==> src/rtl/branch_pkg.sv <==
// Core types of the branch unit with widths, flag positions and condition opcodes.
`default_nettype none

package branch_pkg;

    // ========================================
    // datapath widths
    // ========================================

    localparam int pc_width    = 10;                 // program counter and destination width.
    localparam int flags_width = 4;                  // one bit per ALU flag.

    // bit positions inside the flags word.
    localparam int flag_zero     = 0;
    localparam int flag_negative = 1;
    localparam int flag_carry    = 2;
    localparam int flag_overflow = 3;

    // ========================================
    // branch conditions
    // ========================================

    // The condition table keeps one of these in bits 2:0 of its word.
    typedef enum logic [2:0] {
        cond_never        = 3'd0,                    // never taken, also the value after reset.
        cond_always       = 3'd1,
        cond_zero         = 3'd2,
        cond_not_zero     = 3'd3,
        cond_negative     = 3'd4,
        cond_not_negative = 3'd5,
        cond_carry        = 3'd6,
        cond_overflow     = 3'd7
    } cond_op_t;

    localparam int cond_width = $bits(cond_op_t);    // stored field width of a condition.

endpackage

`default_nettype wire

==> src/rtl/branch_map_pkg.sv <==
// APB memory map of the branch tables and the decoded table select.
`default_nettype none

package branch_map_pkg;

    localparam int apb_addr_width = 12;
    localparam int apb_data_width = 32;

    // ========================================
    // table windows
    // ========================================

    localparam logic [apb_addr_width-1:0] origin_base      = 12'h000;
    localparam logic [apb_addr_width-1:0] destination_base = 12'h040;
    localparam logic [apb_addr_width-1:0] condition_base   = 12'h080;

    localparam int window_shift = 6;                 // each window spans 64 bytes.
    localparam int word_shift   = 2;                 // one 32-bit word per thread.
    localparam int slot_width   = window_shift - word_shift;

    // Which table an access goes to.
    typedef enum logic [1:0] {
        sel_origin      = 2'd0,
        sel_destination = 2'd1,
        sel_condition   = 2'd2,
        sel_none        = 2'd3                       // address outside all three windows.
    } table_sel_t;

endpackage

`default_nettype wire

==> src/rtl/branch_cfg_if.sv <==
// Decoded table access path from the APB slave to the branch tables.
`timescale 1ns/1ps
`default_nettype none

interface branch_cfg_if #(
    parameter int thread_count = 8
);
    import branch_map_pkg::*;

    localparam int thread_width = $clog2(thread_count);

    logic                      wr_en;                // one cycle per APB write access.
    logic                      rd_en;                // high during a mapped read access.
    table_sel_t                sel;
    logic [thread_width-1:0]   thread;
    logic [apb_data_width-1:0] wdata;
    logic [apb_data_width-1:0] rdata;                // combinational from the tables.

    modport decoder (
        output wr_en, rd_en, sel, thread, wdata,
        input  rdata
    );

    modport tables (
        input  wr_en, rd_en, sel, thread, wdata,
        output rdata
    );

endinterface

`default_nettype wire

==> src/rtl/branch_map_decoder.sv <==
// APB slave that turns bus accesses into per-table writes and read selects.
`timescale 1ns/1ps
`default_nettype none

module branch_map_decoder #(
    parameter int thread_count = 8
) (
    input  logic                                     clock,
    input  logic                                     reset,
    input  logic                                     psel,
    input  logic                                     penable,
    input  logic                                     pwrite,
    input  logic [branch_map_pkg::apb_addr_width-1:0] paddr,
    input  logic [branch_map_pkg::apb_data_width-1:0] pwdata,
    output logic [branch_map_pkg::apb_data_width-1:0] prdata,
    output logic                                     pready,
    output logic                                     pslverr,
    branch_cfg_if.decoder                            cfg
);
    import branch_map_pkg::*;

    localparam int thread_width = $clog2(thread_count);
    localparam int window_width = apb_addr_width - window_shift;

    logic                    access;
    logic [window_width-1:0] window;
    logic [slot_width-1:0]   slot;
    table_sel_t              sel;
    logic                    slot_ok;
    logic                    mapped;

    // ========================================
    // address decode
    // ========================================

    assign access = psel && penable;                 // APB access phase.
    assign window = paddr[apb_addr_width-1:window_shift];
    assign slot   = paddr[window_shift-1:word_shift];

    always_comb begin
        if (window == origin_base[apb_addr_width-1:window_shift]) begin
            sel = sel_origin;
        end else if (window == destination_base[apb_addr_width-1:window_shift]) begin
            sel = sel_destination;
        end else if (window == condition_base[apb_addr_width-1:window_shift]) begin
            sel = sel_condition;
        end else begin
            sel = sel_none;
        end
    end

    // Slots past the last thread sit inside a window but hold no table word.
    assign slot_ok = int'(slot) < thread_count;
    assign mapped  = (sel != sel_none) && slot_ok;

    // ========================================
    // table access and APB response
    // ========================================

    assign cfg.wr_en  = access && pwrite && mapped;  // single pulse, no wait states.
    assign cfg.rd_en  = access && !pwrite && mapped;
    assign cfg.sel    = sel;
    assign cfg.thread = slot[thread_width-1:0];
    assign cfg.wdata  = pwdata;

    assign prdata  = cfg.rdata;                      // tables drive zero when rd_en is low.
    assign pready  = 1'b1;
    assign pslverr = access && !mapped;

    // The access phase must always sit inside a selected transfer.
    penable_needs_psel: assert property (
        @(posedge clock) disable iff (reset)
        penable |-> psel
    ) else $error("penable high without psel");

endmodule

`default_nettype wire

==> src/rtl/branch_check.sv <==
// Per-thread branch tables with origin compare and condition evaluation.
`timescale 1ns/1ps
`default_nettype none

module branch_check #(
    parameter int thread_count   = 8,
    parameter int initial_thread = 0
) (
    input  logic                               clock,
    input  logic                               reset,
    input  logic [branch_pkg::pc_width-1:0]    pc,
    input  logic [branch_pkg::flags_width-1:0] flags,
    input  logic                               io_ready_previous,
    branch_cfg_if.tables                       cfg,
    output logic                               hit,
    output logic [branch_pkg::pc_width-1:0]    target,
    output logic                               io_ready_out,
    output logic [$clog2(thread_count)-1:0]    thread
);
    import branch_pkg::*;
    import branch_map_pkg::*;

    localparam int thread_width = $clog2(thread_count);
    localparam logic [thread_width-1:0] last_thread = thread_width'(thread_count - 1);
    localparam logic [thread_width-1:0] first_thread = thread_width'(initial_thread);

    logic [thread_width-1:0] thread_cnt;             // thread that owns the current pc.
    logic [pc_width-1:0]     origin      [thread_count];
    logic [pc_width-1:0]     destination [thread_count];
    cond_op_t                condition   [thread_count];
    logic                    origin_match;
    logic                    cond_true;

    // Evaluates one condition opcode against the ALU flags.
    function automatic logic cond_holds(cond_op_t op, logic [flags_width-1:0] f);
        logic result;
        result = 1'b0;
        case (op)
            cond_never:        result = 1'b0;
            cond_always:       result = 1'b1;
            cond_zero:         result = f[flag_zero];
            cond_not_zero:     result = !f[flag_zero];
            cond_negative:     result = f[flag_negative];
            cond_not_negative: result = !f[flag_negative];
            cond_carry:        result = f[flag_carry];
            cond_overflow:     result = f[flag_overflow];
            default:           result = 1'b0;
        endcase
        return result;
    endfunction

    // ========================================
    // thread sequencer
    // ========================================

    always_ff @(posedge clock) begin
        if (reset) begin
            thread_cnt <= first_thread;
        end else if (thread_cnt == last_thread) begin
            thread_cnt <= '0;                        // wrap back to thread zero.
        end else begin
            thread_cnt <= thread_cnt + 1'b1;
        end
    end

    // ========================================
    // branch tables
    // ========================================

    always_ff @(posedge clock) begin
        if (reset) begin
            for (int i = 0; i < thread_count; i++) begin
                origin[i]      <= '0;
                destination[i] <= '0;
                condition[i]   <= cond_never;
            end
        end else if (cfg.wr_en) begin
            // Each table keeps only the low field bits of the bus word.
            case (cfg.sel)
                sel_origin:      origin[cfg.thread]      <= cfg.wdata[pc_width-1:0];
                sel_destination: destination[cfg.thread] <= cfg.wdata[pc_width-1:0];
                sel_condition:   condition[cfg.thread]   <=
                                     cond_op_t'(cfg.wdata[cond_width-1:0]);
                default: ;
            endcase
        end
    end

    always_comb begin
        cfg.rdata = '0;
        if (cfg.rd_en) begin
            case (cfg.sel)
                sel_origin:      cfg.rdata[pc_width-1:0]   = origin[cfg.thread];
                sel_destination: cfg.rdata[pc_width-1:0]   = destination[cfg.thread];
                sel_condition:   cfg.rdata[cond_width-1:0] = condition[cfg.thread];
                default: ;
            endcase
        end
    end

    // ========================================
    // branch decision
    // ========================================

    assign origin_match = (pc == origin[thread_cnt]);
    assign cond_true    = cond_holds(condition[thread_cnt], flags);

    always_ff @(posedge clock) begin
        if (reset) begin
            hit          <= 1'b0;
            io_ready_out <= 1'b0;
            thread       <= first_thread;
        end else begin
            hit          <= origin_match && cond_true;
            io_ready_out <= io_ready_previous;       // annul travels with its pc.
            thread       <= thread_cnt;
        end
    end

    always_ff @(posedge clock) begin
        target <= destination[thread_cnt];
    end

    thread_in_range: assert property (
        @(posedge clock) disable iff (reset)
        int'(thread_cnt) < thread_count
    ) else $error("thread index %0d out of range", thread_cnt);

endmodule

`default_nettype wire

==> src/rtl/branch_output_stage.sv <==
// Final branch stage with I/O annul and the per-thread back-to-back jump block.
`timescale 1ns/1ps
`default_nettype none

module branch_output_stage #(
    parameter int thread_count   = 8,
    parameter int initial_thread = 0
) (
    input  logic                            clock,
    input  logic                            reset,
    input  logic                            hit,
    input  logic [branch_pkg::pc_width-1:0] target,
    input  logic                            io_ready,
    input  logic [$clog2(thread_count)-1:0] thread,
    output logic                            jump,
    output logic [branch_pkg::pc_width-1:0] branch_destination
);
    localparam int thread_width = $clog2(thread_count);

    logic [thread_count-1:0] prev_jump;              // did this thread jump on its last turn.
    logic                    take;

    // A stalled instruction or a jump right after a jump is dropped.
    assign take = hit && io_ready && !prev_jump[thread];

    always_ff @(posedge clock) begin
        if (reset) begin
            prev_jump <= '0;
            jump      <= 1'b0;
        end else begin
            prev_jump[thread] <= take;               // every turn overwrites its own bit.
            jump              <= take;
        end
    end

    always_ff @(posedge clock) begin
        if (take) begin
            branch_destination <= target;            // holds between jumps.
        end
    end

    // ========================================
    // checks
    // ========================================

    // A thread comes back every thread_count cycles, so that is where its next jump would be.
    no_back_to_back_jump: assert property (
        @(posedge clock) disable iff (reset)
        $past(jump, thread_count) |-> !jump
    ) else $error("thread jumped on two turns in a row");

    // The first decision out of reset belongs to the start thread of the sequencer.
    first_turn_thread: assert property (
        @(posedge clock) disable iff (reset)
        $fell(reset) |=> thread == thread_width'(initial_thread)
    ) else $error("first thread after reset is %0d", thread);

endmodule

`default_nettype wire

==> src/rtl/branch_unit_top.sv <==
// Top level of the branch unit joining the APB slave, the tables and the output stage.
`timescale 1ns/1ps
`default_nettype none

module branch_unit_top #(
    parameter int thread_count   = 8,
    parameter int initial_thread = 0
) (
    input  logic                                      clock,
    input  logic                                      reset,
    input  logic                                      psel,
    input  logic                                      penable,
    input  logic                                      pwrite,
    input  logic [branch_map_pkg::apb_addr_width-1:0] paddr,
    input  logic [branch_map_pkg::apb_data_width-1:0] pwdata,
    output logic [branch_map_pkg::apb_data_width-1:0] prdata,
    output logic                                      pready,
    output logic                                      pslverr,
    input  logic [branch_pkg::pc_width-1:0]           pc,
    input  logic [branch_pkg::flags_width-1:0]        flags,
    input  logic                                      io_ready_previous,
    output logic [branch_pkg::pc_width-1:0]           branch_destination,
    output logic                                      jump
);
    import branch_pkg::*;

    localparam int thread_width = $clog2(thread_count);

    logic                    hit;
    logic [pc_width-1:0]     target;
    logic                    io_ready;
    logic [thread_width-1:0] thread;

    branch_cfg_if #(.thread_count(thread_count)) cfg_if ();

    branch_map_decoder #(
        .thread_count (thread_count)
    ) branch_map_decoder_i (
        .clock   (clock),
        .reset   (reset),
        .psel    (psel),
        .penable (penable),
        .pwrite  (pwrite),
        .paddr   (paddr),
        .pwdata  (pwdata),
        .prdata  (prdata),
        .pready  (pready),
        .pslverr (pslverr),
        .cfg     (cfg_if.decoder)
    );

    branch_check #(
        .thread_count   (thread_count),
        .initial_thread (initial_thread)
    ) branch_check_i (
        .clock             (clock),
        .reset             (reset),
        .pc                (pc),
        .flags             (flags),
        .io_ready_previous (io_ready_previous),
        .cfg               (cfg_if.tables),
        .hit               (hit),
        .target            (target),
        .io_ready_out      (io_ready),
        .thread            (thread)
    );

    branch_output_stage #(
        .thread_count   (thread_count),
        .initial_thread (initial_thread)
    ) branch_output_stage_i (
        .clock              (clock),
        .reset              (reset),
        .hit                (hit),
        .target             (target),
        .io_ready           (io_ready),
        .thread             (thread),
        .jump               (jump),
        .branch_destination (branch_destination)
    );

endmodule

`default_nettype wire

==> config.mk <==
export PLATFORM = sky130hd
export DESIGN_NAME = branch_unit_top
export DESIGN_NICKNAME = d
export VERILOG_FILES = /design/src/rtl/branch_pkg.sv /design/src/rtl/branch_map_pkg.sv /design/src/rtl/branch_cfg_if.sv /design/src/rtl/branch_map_decoder.sv /design/src/rtl/branch_check.sv /design/src/rtl/branch_output_stage.sv /design/src/rtl/branch_unit_top.sv
export SDC_FILE = /design/constraint.sdc
export NUM_CORES = 1
export LEC_CHECK = 0
export ABC_CLOCK_PERIOD_IN_PS = 4500
export BUFFER_PORTS_ARGS = -buffer_cell sky130_fd_sc_hd__buf_2
export CELL_PAD_IN_SITES_DETAIL_PLACEMENT = 1
export CELL_PAD_IN_SITES_GLOBAL_PLACEMENT = 1
export CORE_ASPECT_RATIO = 2
export CORE_MARGIN = 1
export CORE_UTILIZATION = 35
export CTS_CLUSTER_DIAMETER = 120
export CTS_CLUSTER_SIZE = 14
export DETAILED_ROUTE_END_ITERATION = 10
export PLACE_DENSITY_LB_ADDON = 0.1
export RECOVER_POWER = 50
export SLEW_MARGIN = 30
export SYNTH_ARGS = -nofsm -noshare
export SYNTH_HDL_FRONTEND = slang
export SYNTH_HIERARCHICAL = 1
export SYNTH_SLANG_ARGS = --single-unit
export TNS_END_PERCENT = 100
==> constraint.sdc <==
create_clock -name clock -period 4.5 [get_ports clock]
set_clock_uncertainty 0.1 [all_clocks]
set_input_delay 0.675 -clock clock [delete_from_list [all_inputs] [get_ports clock]]
set_output_delay 0.675 -clock clock [all_outputs]
set_load 0.02 [all_outputs]
==> results.json <==
{
  "track_usage_pct": 23.19,
  "die_w_um": 133.9,
  "finalMaxSlewViolations": 42,
  "most-common-layout-cells": "edfxtp_1, and2_1, and2_0, buf_2, mux4_2",
  "fin_crit_sh_pct": 89.69,
  "portBuffers": 61,
  "drtIter0Drc": 314,
  "whs_ns": 0.2617,
  "p_per_area_nw_per_um2": 349.9,
  "drt-pass1-iter-count": 4,
  "fmax_mhz": 247.8,
  "place.gp.congestion": 0.7938,
  "vias": 7612,
  "yosysWarningCount": 6,
  "worst_path_most_repeated_cell": "buf_2",
  "worst_setup_path_end_kind": "output port",
  "syn_area_um2": 12180,
  "fillers": 3669,
  "final_common_cell": "edfxtp_1",
  "h-tree-depth": 1,
  "cp_slowest_stage_delay_ns": 0.74,
  "whs_endpoint": "branch_check_i/io_ready_out",
  "worst_ep_required_time_ns": 3.72,
  "hp-class": "input port to register",
  "cts_hold_buf": 0,
  "rsz0062_at_grt": "no",
  "slew_headroom_pct": -35.21,
  "violations": "capacitance limit, slew limit",
  "drive_above_1_share_pct": 20.22,
  "path_cells": "buf_2 > or4_4 > nor4_2 > nand2b_1 > a311oi_1 > buf_2",
  "netlist_instances": 965,
  "hold_viol": 0,
  "cts_tree": "yes",
  "avgSynthCellArea_um2": 12.63,
  "ir_worst_vdd_uv": 221.8,
  "cts_sinks": 221,
  "num_io_pins": 109,
  "antenna_cells": 0,
  "gr-total-overflow": 0,
  "holdPathStages": 2,
  "antenna_found_initial": 0,
  "criticalPathCategory": "input port to output port",
  "post_cts_buffers": 0,
  "reg2regPathDepth": 6,
  "worst-slew-pin-transition_ns": 2.028,
  "path_delay_family": "simple AND/OR/NAND/NOR gates",
  "die_h_um": 265.9,
  "core-area_um2": 34230,
  "clk_pin_slew_ns": 0.07,
  "area_growth_pct": 6.849,
  "status": "finished with violations",
  "cp_max_fo": 7,
  "wire_per_inst_um": 28.39,
  "grt_pass1_vias": 8351,
  "cts_buffers": 19,
  "reg2reg_from": "branch_check_i/thread_cnt[0]",
  "fin_setup_tns_ns": 0,
  "cts_resized": 0,
  "clock_latency_ns": 0.53,
  "drc": 0,
  "cp-start-kind": "input port",
  "cp_num_buf_inv": 2,
  "wl_mm": 40.31,
  "drv_cap": 1,
  "clock_path_buffers": 3,
  "die-area_um2": 35610,
  "r2r_slack_ns": 0.67,
  "arrival_ns": 3.26,
  "row_count": 96,
  "setup_viol": 0,
  "period_needed_ns": 4.036,
  "nets": 1032,
  "via_per_inst": 5.361,
  "r2r-end": "branch_check_i/hit",
  "grt_max_degree": 43,
  "ant_nets": 0,
  "p_leak_nw": 4.421,
  "start_util_pct": 35.59,
  "grt_pass1_wl_mm": 57.27,
  "hp-start": "io_ready_previous",
  "root_buffer": "clkbuf_16",
  "dp_hpwl_mm": 28.83,
  "crit_slowest_cell": "a311oi_1"
}
[state kept, by name, indices dropped and copies added, names as in the netlist]
register / count
branch_check_i/thread_cnt: 3
branch_check_i/destination: 80
branch_check_i/thread: 3
branch_output_stage_i/branch_destination: 10
branch_check_i/target: 10
branch_output_stage_i/jump: 1
branch_check_i/io_ready_out: 1
branch_check_i/origin: 80
branch_output_stage_i/prev_jump: 8
branch_check_i/condition: 24
branch_check_i/hit: 1
[metrics by stage]
stage | cells | util [%] | setup slack (ns) | area, um^2 | total power, mW
2_1_floorplan | 986 | - | 1.406 | 12260 | 2.839
6_report | 1420 | 38.03 | 0.4638 | 13020 | 4.555
4_1_cts | 1420 | 38.25 | 0.5043 | 13090 | 4.614
3_5_place_dp | 1386 | 36.68 | 0.5177 | 12560 | 3.031
5_1_grt | 1420 | 38.03 | 0.3813 | 13020 | 4.710
3_3_place_gp | 1386 | 36.68 | 0.5252 | 12560 | 3.022
[routing by layer]
metal	GRT usage, %	part of all wire, %	up-vias
met5	0	0	-
met4	13.08	5.8	0
met3	1.998	2.9	83
met2	46.04	57	165
met1	22.88	34	3907
li1	-	-	3457
[layout make-up]
class / instances / area [um^2] / area share, %
repair buffers: 105 / 560.5 / 4.306
well taps: 441 / 551.8 / 4.238
multi-input cells: 614 / 4977 / 38.23
flip-flops and latches: 221 / 6372 / 48.95
inverters: 5 / 18.77 / 0.1442
clock buffers: 32 / 524.3 / 4.027
clock inverters: 2 / 13.76 / 0.1057
[power by group]
part	switching, mW	total [mW]	internal [mW]
clock network	0.789	1.59	0.799
registers	0.0843	2.42	2.33
logic	0.323	0.550	0.227
[how the worst max path moves through the flow]
stage / from / to / slack, ns / cells after the start
floorplan: paddr[3] / prdata[0] / 1.41 / 10
global placement: paddr[11] / prdata[5] / 0.53 / 6
detailed placement: paddr[11] / prdata[5] / 0.52 / 6
CTS: paddr[11] / prdata[5] / 0.50 / 6
global route: branch_check_i/thread_cnt[0] / branch_check_i/hit / 0.38 / 6
finish: paddr[11] / prdata[5] / 0.46 / 6
Power figures use the tool's default switching activity.
